`src/logic/hv_pkg.sv`:
```
// hv die fault path definitions
package hv_pkg;

    // ==========================================================
    // widths and counts
    // ==========================================================
    localparam int REG_DW          = 8;
    localparam int REG_AW          = 2;
    localparam int FLT_NUM         = 6;
    localparam int SYNC_STAGES     = 2;
    localparam int FLT_FILT_CYCLES = 4;   // deglitch length
    localparam int FLT_CNT_W       = $clog2(FLT_FILT_CYCLES + 1);

    // intb minimum low width in cycles, indexed by intb_width_sel
    localparam int INTB_CNT_W = 7;
    localparam logic [3:0][INTB_CNT_W-1:0] INTB_MIN_LOW = {
        INTB_CNT_W'(64),
        INTB_CNT_W'(32),
        INTB_CNT_W'(16),
        INTB_CNT_W'(8)
    };

    // ==========================================================
    // enums
    // ==========================================================
    typedef enum logic [REG_AW-1:0] {
        ADDR_MODE        = 2'd0,
        ADDR_FLT_STATUS  = 2'd1,
        ADDR_CTRL_STATUS = 2'd2,
        ADDR_CONFIG      = 2'd3
    } reg_addr_e;

    typedef enum logic [1:0] {
        ST_CFG    = 2'd0,
        ST_NORMAL = 2'd1,
        ST_FAULT  = 2'd2
    } ctrl_state_e;

    // ==========================================================
    // structs
    // ==========================================================
    typedef struct packed {
        logic scp;
        logic desat;
        logic oc;
        logic ot;
        logic vcc_ov;
        logic vcc_uv;   // bit 0
    } flt_vec_t;

    typedef struct packed {
        logic              wr;      // 1 write, 0 read
        reg_addr_e         addr;
        logic [REG_DW-1:0] wdata;
    } host_cmd_t;

    typedef struct packed {
        logic [REG_DW-3:0] reserved;
        logic              reset_req;   // strobe, reads 0
        logic              normal_en;
    } mode_t;

    typedef struct packed {
        logic [1:0] intb_width_sel;
        flt_vec_t   flt_mask;           // 1 masks the fault
    } cfg_t;

endpackage
```
`src/logic/hv_core.sv`:
```
// hv die fault path top
`timescale 1ns/100ps
module hv_core (
    input  logic                      i_clk,
    input  logic                      i_reset,
    input  logic                      i_hv_vcc_uv,
    input  logic                      i_hv_vcc_ov,
    input  logic                      i_hv_ot,
    input  logic                      i_hv_oc,
    input  logic                      i_hv_desat_flt,
    input  logic                      i_hv_scp_flt,
    input  logic                      i_host_req,
    input  hv_pkg::host_cmd_t         i_host_cmd,
    output logic                      o_host_ack,
    output logic [hv_pkg::REG_DW-1:0] o_host_rdata,
    output logic                      o_dgt_ang_pwm_en,
    output logic                      o_pwmn_intb
);
    import hv_pkg::*;

    flt_vec_t    flt_evt;
    mode_t       mode;
    logic        reset_strobe;
    logic        flt_active;
    ctrl_state_e state;
    logic        intb_req;
    logic [1:0]  intb_width_sel;

    // ==========================================================
    // filter -> register slave -> control -> intb
    // ==========================================================
    hv_fault_filter u_hv_fault_filter (
        .i_clk            (i_clk),
        .i_reset          (i_reset),
        .i_hv_vcc_uv      (i_hv_vcc_uv),
        .i_hv_vcc_ov      (i_hv_vcc_ov),
        .i_hv_ot          (i_hv_ot),
        .i_hv_oc          (i_hv_oc),
        .i_hv_desat_flt   (i_hv_desat_flt),
        .i_hv_scp_flt     (i_hv_scp_flt),
        .o_flt_evt        (flt_evt)
    );

    hv_reg_slv u_hv_reg_slv (
        .i_clk            (i_clk),
        .i_reset          (i_reset),
        .i_host_req       (i_host_req),
        .i_host_cmd       (i_host_cmd),
        .o_host_ack       (o_host_ack),
        .o_host_rdata     (o_host_rdata),
        .i_flt_evt        (flt_evt),
        .i_state          (state),
        .o_mode           (mode),
        .o_reset_strobe   (reset_strobe),
        .o_flt_active     (flt_active),
        .o_intb_width_sel (intb_width_sel)
    );

    hv_ctrl_unit u_hv_ctrl_unit (
        .i_clk            (i_clk),
        .i_reset          (i_reset),
        .i_mode           (mode),
        .i_reset_strobe   (reset_strobe),
        .i_flt_active     (flt_active),
        .o_state          (state),
        .o_pwm_en         (o_dgt_ang_pwm_en),
        .o_intb_req       (intb_req)
    );

    hv_intb_encode u_hv_intb_encode (
        .i_clk            (i_clk),
        .i_reset          (i_reset),
        .i_intb_req       (intb_req),
        .i_width_sel      (intb_width_sel),
        .o_pwmn_intb      (o_pwmn_intb)
    );

endmodule

```
`src/logic/hv_intb_encode.sv`:
```
// interrupt line with minimum low width
`timescale 1ns/100ps
module hv_intb_encode (
    input  logic       i_clk,
    input  logic       i_reset,
    input  logic       i_intb_req,
    input  logic [1:0] i_width_sel,
    output logic       o_pwmn_intb
);
    import hv_pkg::*;

    logic [1:0]            sel_q;     // width captured at falling edge
    logic [INTB_CNT_W-1:0] low_cnt_q;
    logic [INTB_CNT_W-1:0] min_low;

    assign min_low = INTB_MIN_LOW[sel_q];

    // ==========================================================
    // line control
    // ==========================================================
    always_ff @(posedge i_clk) begin
        if (i_reset) begin
            o_pwmn_intb <= 1'b1;
            sel_q       <= '0;
            low_cnt_q   <= '0;
        end else if (o_pwmn_intb) begin
            if (i_intb_req) begin
                o_pwmn_intb <= 1'b0;
                sel_q       <= i_width_sel;
                low_cnt_q   <= INTB_CNT_W'(1);
            end
        end else begin
            if (!i_intb_req && low_cnt_q >= min_low) begin
                o_pwmn_intb <= 1'b1;
            end else if (low_cnt_q < min_low) begin
                low_cnt_q <= low_cnt_q + 1'b1;   // stops at the minimum
            end
        end
    end

endmodule

```
`src/logic/hv_ctrl_unit.sv`:
```
// operating state machine
`timescale 1ns/100ps
module hv_ctrl_unit (
    input  logic                i_clk,
    input  logic                i_reset,
    input  hv_pkg::mode_t       i_mode,
    input  logic                i_reset_strobe,
    input  logic                i_flt_active,
    output hv_pkg::ctrl_state_e o_state,
    output logic                o_pwm_en,
    output logic                o_intb_req
);
    import hv_pkg::*;

    ctrl_state_e state_nxt;

    // ==========================================================
    // next state
    // ==========================================================
    always_comb begin
        state_nxt = o_state;
        case (o_state)
            ST_CFG: begin
                if (i_mode.normal_en && !i_flt_active) begin
                    state_nxt = ST_NORMAL;
                end
            end
            ST_NORMAL: begin
                if (i_flt_active) begin
                    state_nxt = ST_FAULT;      // fault has priority
                end else if (!i_mode.normal_en) begin
                    state_nxt = ST_CFG;
                end
            end
            ST_FAULT: begin
                // leave only once the status is clean
                if (i_reset_strobe && !i_flt_active) begin
                    state_nxt = ST_CFG;
                end
            end
            default: begin
                state_nxt = ST_CFG;
            end
        endcase
    end

    // ==========================================================
    // state and outputs
    // ==========================================================
    always_ff @(posedge i_clk) begin
        if (i_reset) begin
            o_state    <= ST_CFG;
            o_pwm_en   <= 1'b0;
            o_intb_req <= 1'b0;
        end else begin
            o_state    <= state_nxt;
            o_pwm_en   <= (state_nxt == ST_NORMAL);   // aligned with state
            o_intb_req <= (state_nxt == ST_FAULT);
        end
    end

endmodule

```
`src/logic/hv_reg_slv.sv`:
```
// host register port and fault status
`timescale 1ns/100ps
module hv_reg_slv (
    input  logic                      i_clk,
    input  logic                      i_reset,
    input  logic                      i_host_req,
    input  hv_pkg::host_cmd_t         i_host_cmd,
    output logic                      o_host_ack,
    output logic [hv_pkg::REG_DW-1:0] o_host_rdata,
    input  hv_pkg::flt_vec_t          i_flt_evt,
    input  hv_pkg::ctrl_state_e       i_state,
    output hv_pkg::mode_t             o_mode,
    output logic                      o_reset_strobe,
    output logic                      o_flt_active,
    output logic [1:0]                o_intb_width_sel
);
    import hv_pkg::*;

    logic               acc_en;
    logic               wr_en;
    mode_t              cmd_mode;
    mode_t              mode_q;
    cfg_t               cfg_q;
    logic [FLT_NUM-1:0] status_q;
    logic [FLT_NUM-1:0] status_nxt;
    logic [FLT_NUM-1:0] w1c;
    logic [REG_DW-1:0]  rdata_nxt;

    // ==========================================================
    // four-phase handshake
    // ==========================================================
    assign acc_en   = i_host_req && !o_host_ack;   // first sample of req
    assign wr_en    = acc_en && i_host_cmd.wr;
    assign cmd_mode = mode_t'(i_host_cmd.wdata);

    always_ff @(posedge i_clk) begin
        if (i_reset) begin
            o_host_ack <= 1'b0;
        end else if (acc_en) begin
            o_host_ack <= 1'b1;
        end else if (!i_host_req) begin
            o_host_ack <= 1'b0;
        end
    end

    // read mux, sampled on the access edge
    always_comb begin
        case (i_host_cmd.addr)
            ADDR_MODE:        rdata_nxt = mode_q;
            ADDR_FLT_STATUS:  rdata_nxt = {{(REG_DW-FLT_NUM){1'b0}}, status_q};
            ADDR_CTRL_STATUS: rdata_nxt = {{(REG_DW-2){1'b0}}, i_state};
            ADDR_CONFIG:      rdata_nxt = cfg_q;
            default:          rdata_nxt = '0;
        endcase
    end

    always_ff @(posedge i_clk) begin
        if (i_reset) begin
            o_host_rdata <= '0;
        end else if (acc_en && !i_host_cmd.wr) begin
            o_host_rdata <= rdata_nxt;
        end
    end

    // ==========================================================
    // mode and config registers
    // ==========================================================
    always_ff @(posedge i_clk) begin
        if (i_reset) begin
            mode_q         <= '0;
            cfg_q          <= '0;
            o_reset_strobe <= 1'b0;
        end else begin
            o_reset_strobe <= 1'b0;
            if (wr_en && i_host_cmd.addr == ADDR_MODE) begin
                mode_q <= '{reserved:  cmd_mode.reserved,
                            reset_req: 1'b0,
                            normal_en: cmd_mode.normal_en};
                o_reset_strobe <= cmd_mode.reset_req;   // one cycle
            end
            if (wr_en && i_host_cmd.addr == ADDR_CONFIG) begin
                cfg_q <= cfg_t'(i_host_cmd.wdata);
            end
        end
    end

    // ==========================================================
    // sticky fault status
    // ==========================================================
    assign w1c = (wr_en && i_host_cmd.addr == ADDR_FLT_STATUS) ?
                 i_host_cmd.wdata[FLT_NUM-1:0] : '0;

    // a fault still present wins over the clear
    assign status_nxt = (status_q & ~w1c) | (i_flt_evt & ~cfg_q.flt_mask);

    always_ff @(posedge i_clk) begin
        if (i_reset) begin
            status_q     <= '0;
            o_flt_active <= 1'b0;
        end else begin
            status_q     <= status_nxt;
            o_flt_active <= |(status_nxt & ~cfg_q.flt_mask);
        end
    end

    assign o_mode           = mode_q;
    assign o_intb_width_sel = cfg_q.intb_width_sel;

endmodule

```
`src/logic/hv_fault_filter.sv`:
```
// fault input synchronizer and deglitch
`timescale 1ns/100ps
module hv_fault_filter (
    input  logic             i_clk,
    input  logic             i_reset,
    input  logic             i_hv_vcc_uv,
    input  logic             i_hv_vcc_ov,
    input  logic             i_hv_ot,
    input  logic             i_hv_oc,
    input  logic             i_hv_desat_flt,
    input  logic             i_hv_scp_flt,
    output hv_pkg::flt_vec_t o_flt_evt
);
    import hv_pkg::*;

    flt_vec_t                                raw;
    logic [SYNC_STAGES-1:0][FLT_NUM-1:0]     sync_q;
    logic [FLT_NUM-1:0]                      sync_out;
    logic [FLT_NUM-1:0][FLT_CNT_W-1:0]       cnt_q;
    logic [FLT_NUM-1:0]                      evt_q;

    // pins into struct order
    assign raw.scp    = i_hv_scp_flt;
    assign raw.desat  = i_hv_desat_flt;
    assign raw.oc     = i_hv_oc;
    assign raw.ot     = i_hv_ot;
    assign raw.vcc_ov = i_hv_vcc_ov;
    assign raw.vcc_uv = i_hv_vcc_uv;

    // ==========================================================
    // synchronizer
    // ==========================================================
    always_ff @(posedge i_clk) begin
        if (i_reset) begin
            sync_q <= '0;
        end else begin
            sync_q <= {sync_q[SYNC_STAGES-2:0], raw};
        end
    end

    assign sync_out = sync_q[SYNC_STAGES-1];

    // ==========================================================
    // deglitch counters
    // ==========================================================
    always_ff @(posedge i_clk) begin
        if (i_reset) begin
            cnt_q <= '0;
            evt_q <= '0;
        end else begin
            for (int i = 0; i < FLT_NUM; i++) begin
                if (!sync_out[i]) begin
                    cnt_q[i] <= '0;             // low sample restarts
                end else if (cnt_q[i] < FLT_CNT_W'(FLT_FILT_CYCLES)) begin
                    cnt_q[i] <= cnt_q[i] + 1'b1;
                end
                // this sample completes the run of high samples
                evt_q[i] <= sync_out[i] &&
                            (cnt_q[i] >= FLT_CNT_W'(FLT_FILT_CYCLES - 1));
            end
        end
    end

    assign o_flt_evt = flt_vec_t'(evt_q);

endmodule

```
`config.mk`:
```
export PLATFORM = sky130hd
export DESIGN_NAME = hv_core
export DESIGN_NICKNAME = d
export VERILOG_FILES = /design/src/logic/hv_pkg.sv /design/src/logic/hv_core.sv /design/src/logic/hv_intb_encode.sv /design/src/logic/hv_ctrl_unit.sv /design/src/logic/hv_reg_slv.sv /design/src/logic/hv_fault_filter.sv
export SDC_FILE = /design/constraint.sdc
export NUM_CORES = 1
export LEC_CHECK = 0
export BUFFER_PORTS_ARGS = -buffer_cell sky130_fd_sc_hd__buf_2
export CORE_ASPECT_RATIO = 0.9
export CORE_MARGIN = 2
export CORE_UTILIZATION = 40
export CTS_CLUSTER_SIZE = 12
export DETAILED_ROUTE_END_ITERATION = 10
export PLACE_DENSITY = 0.68
export SYNTH_ARGS = -nofsm -noshare
export SYNTH_HDL_FRONTEND = slang
export SYNTH_SLANG_ARGS = --single-unit
```
`constraint.sdc`:
```
create_clock -name i_clk -period 2.5 [get_ports i_clk]
set_input_delay 0.25 -clock i_clk [delete_from_list [all_inputs] [get_ports i_clk]]
set_output_delay 0.25 -clock i_clk [all_outputs]
set_load 0.01 [all_outputs]
```
==> flow_summary.json <==
{
  "status": "finished, final reports clean",
  "grt.overflow.total": 0,
  "avgSynthCellArea_um2": 9.51,
  "synth_fp_nets": 397,
  "antenna_found_initial": 2,
  "crit_arrival_ns": 2.50,
  "grt_pass1_vias": 2392,
  "row_count": 31,
  "synth_area_um2": 3410,
  "worst_slew_pin_slew_ns": 0.614,
  "critical_path_class": "flip-flop to flip-flop",
  "finalCriticalPeriod_ns": 2.21,
  "firstDrtPassIters": 4,
  "rsz0062_at_grt": "false",
  "remaining_drc_errors": 0,
  "drv_cap": 0,
  "synth_compound_gate_area_share_pct": 10.3,
  "final-seq-area_um2": 1640,
  "dpl_cell_area_um2": 3690,
  "grt_pass1_wl_mm": 10.6,
  "setup_violations": 0,
  "route.vias.total": 2493,
  "core_area_um2": 8180,
  "vdd_ir_drop_max_mv": 0.345,
  "drive_above_1_share_pct": 14.6,
  "ys_types": 45,
  "final_nets": 430,
  "start_util_pct": 41.7,
  "synthTopCellsByCount": "dfxtp_1, nor2_1, mux2i_1",
  "first_iter_violations": 96,
  "leakagePower_nw": 1.56,
  "numCtsBuffers": 9,
  "r2r_end": "u_hv_intb_encode.low_cnt_q[6]",
  "whs_ns": 0.111,
  "vias_per_cell": 4.86,
  "cts_sinks": 82,
  "clockBufferDepth": 2,
  "cts_setup_buffers": 0,
  "startpoint": "u_hv_intb_encode.sel_q[0]",
  "ys.flop_type": "dfxtp_1",
  "fin_crit_sh_pct": 88.6,
  "root_buffer": "clkbuf_8",
  "cts.clk_slew.worst_paths_ns": 0.08,
  "synth-adder-area-share_pct": 6.60,
  "post_cts_resized": 0,
  "power_density_nw_per_um2": 608,
  "start_kind": "flip-flop",
  "wl_mm": 6.09,
  "grt_usage_pct": 14.6,
  "design_area_um2": 3870,
  "hold_viol": 0,
  "cts_tree": "built",
  "skew_ns": 0.0117,
  "endpoint_kind": "flip-flop",
  "synth_cells": 359,
  "num-fill-cells": 792,
  "final_antenna_net_count": 0,
  "dpl.hpwl_mm": 4.38,
  "synth_top_family_by_area": "simple AND/OR/NAND/NOR gates",
  "min-delay-start": "i_hv_ot",
  "synthXorXnorAreaFrac_pct": 2.57,
  "area_growth_pct": 13.4,
  "routedWlPerCell_um": 11.9,
  "io_buffers": 30,
  "rrSetupSlack_ns": 0.29,
  "synth_most_common_cell": "dfxtp_1",
  "multi_input_area_um2": 1660,
  "synth_mux_area_share_pct": 8.61,
  "cp.required_ns": 2.79,
  "yosysSeqAreaShare_pct": 48.1,
  "cts_max_level": 3,
  "clock_latency_ns": 0.35,
  "netlist.area_leader.share_pct": 48.1,
  "cts_hold_buf": 0,
  "synthTopCellsByArea": "dfxtp_1, nor2_1, mux2i_1",
  "hold_path_class": "input port to flip-flop",
  "die_y_um": 91.7,
  "synth-edff-count": 0,
  "maxSlewViolCount": 0,
  "setup_tns_ns": 0,
  "fmax_ghz": 0.452,
  "die_x_um": 101,
  "synth_simple_gate_area_share_pct": 20.4,
  "yosysWarnings": 0,
  "hold_depth": 2,
  "final_core_util_pct": 47.3,
  "regToRegStartpoint": "u_hv_intb_encode.sel_q[0]",
  "async_flop_share_pct": 0,
  "die_area_um2": 9290,
  "grt_max_degree": 35,
  "r2r_cells": 7,
  "relSlewSlack_pct": 59.0,
  "crit_fanout": 6,
  "synth_area_leader_cell": "dfxtp_1",
  "io_pins": 31,
  "synth_seq_cells": 82,
  "worst_hold_path.endpoint": "u_hv_fault_filter.sync_q[2]",
  "gp_congestion": 0.787
}
==> cell type report <==
cell class	instances	share of cell area (%)
Sequential cell	82	42.4
Multi-Input combinational cell	249	42.8
Inverter	15	1.45
Tap cell	115	3.71
Clock buffer	10	3.29
Timing Repair Buffer	35	4.84
Antenna cell	1	0.0646
Clock inverter	6	1.49
==> worst max-delay path by stage <==
| stage | end | cells past startpoint | slack, ns |
|---|---|---|---|
| after floorplan | u_hv_intb_encode.low_cnt_q[6] | 7 | 0.43 |
| after detailed placement | u_hv_intb_encode.low_cnt_q[6] | 7 | 0.30 |
| after CTS | u_hv_intb_encode.low_cnt_q[6] | 7 | 0.29 |
| after global placement | u_hv_intb_encode.low_cnt_q[6] | 7 | 0.35 |
| after global routing | u_hv_intb_encode.low_cnt_q[6] | 7 | 0.15 |
| final | u_hv_intb_encode.low_cnt_q[6] | 7 | 0.29 |
==> registers in the layout, indices dropped and copies added, names as in the netlist, 6 cells and up <==
register / cells
u_hv_reg_slv.o_mode: 7
u_hv_fault_filter.cnt_q: 18
u_hv_fault_filter.sync_q: 6
u_hv_reg_slv.status_q: 6
u_hv_fault_filter.sync_out: 6
u_hv_fault_filter.o_flt_evt: 6
u_hv_reg_slv.cfg_q: 6
u_hv_intb_encode.low_cnt_q: 7
u_hv_reg_slv.o_host_rdata: 8
==> cells in the final DEF, fill, tap and decap left out, drive strengths merged, types with 3 or more instances in the layout <==
master	synthesis	layout
nor2	71	71
nor2b	14	14
nor3	5	5
inv	15	15
clkbuf	11	10
a21oi	17	17
a311oi	6	6
ha	18	18
nand2	16	16
xor2	7	7
mux2i	26	26
nand2b	9	9
a2bb2oi	5	5
buf	2	35
nor4b	4	4
a211oi	14	14
nor4	3	3
xnor2	3	3
nand3	8	8
clkinv	0	4
dfxtp	82	82
==> layer usage <==
metal | wire [µm] | part of all wire [%] | GRT usage (%) | up-vias
li1 | - | - | - | 1304
met4 | 106 | 1.7 | 5.41 | 0
met5 | 0 | 0 | 0 | -
met1 | 2920 | 48 | 18.2 | 1145
met3 | 287 | 4.7 | 5.56 | 8
met2 | 2780 | 46 | 22.8 | 36
==> kinds of logic after synthesis <==
logic type | count (synthesis)
muxes | 28
DFF | 82
adders and majority gates | 18
xor gates and xnor gates | 10
buffers and inverters | 28
and+or+nand+nor | 143
AOI/OAI and AO/OA | 50
==> metrics by stage <==
step | std cells | setup slack, ns | power [mW]
after floorplan | 359 | 0.426 | 1.44
after global placement | 496 | 0.348 | 1.48
after detailed placement | 496 | 0.298 | 1.49
after CTS | 512 | 0.286 | 2.39
after global routing | 512 | 0.153 | 2.47
final | 513 | 0.286 | 2.36
==> where the power goes <==
group | internal [mW] | leakage, nW | total (mW) | switching [mW]
Combinational | 0.0486 | 0.800 | 0.113 | 0.0639
Sequential | 1.33 | 0.665 | 1.34 | 0.0121
Clock | 0.455 | 0.0958 | 0.902 | 0.447
Total | 1.83 | 1.56 | 2.36 | 0.523
==> critical path, cell delays in order (launching register included) <==
cell and delay, ns:
dfxtp_1 0.40, nand2_1 0.08, ha_1 0.30, a21oi_2 0.18, nor2_1 0.09, or3_4 0.44, or4_1 0.50, a21oi_1 0.15
No activity file was read; power rests on OpenSTA's default activity.
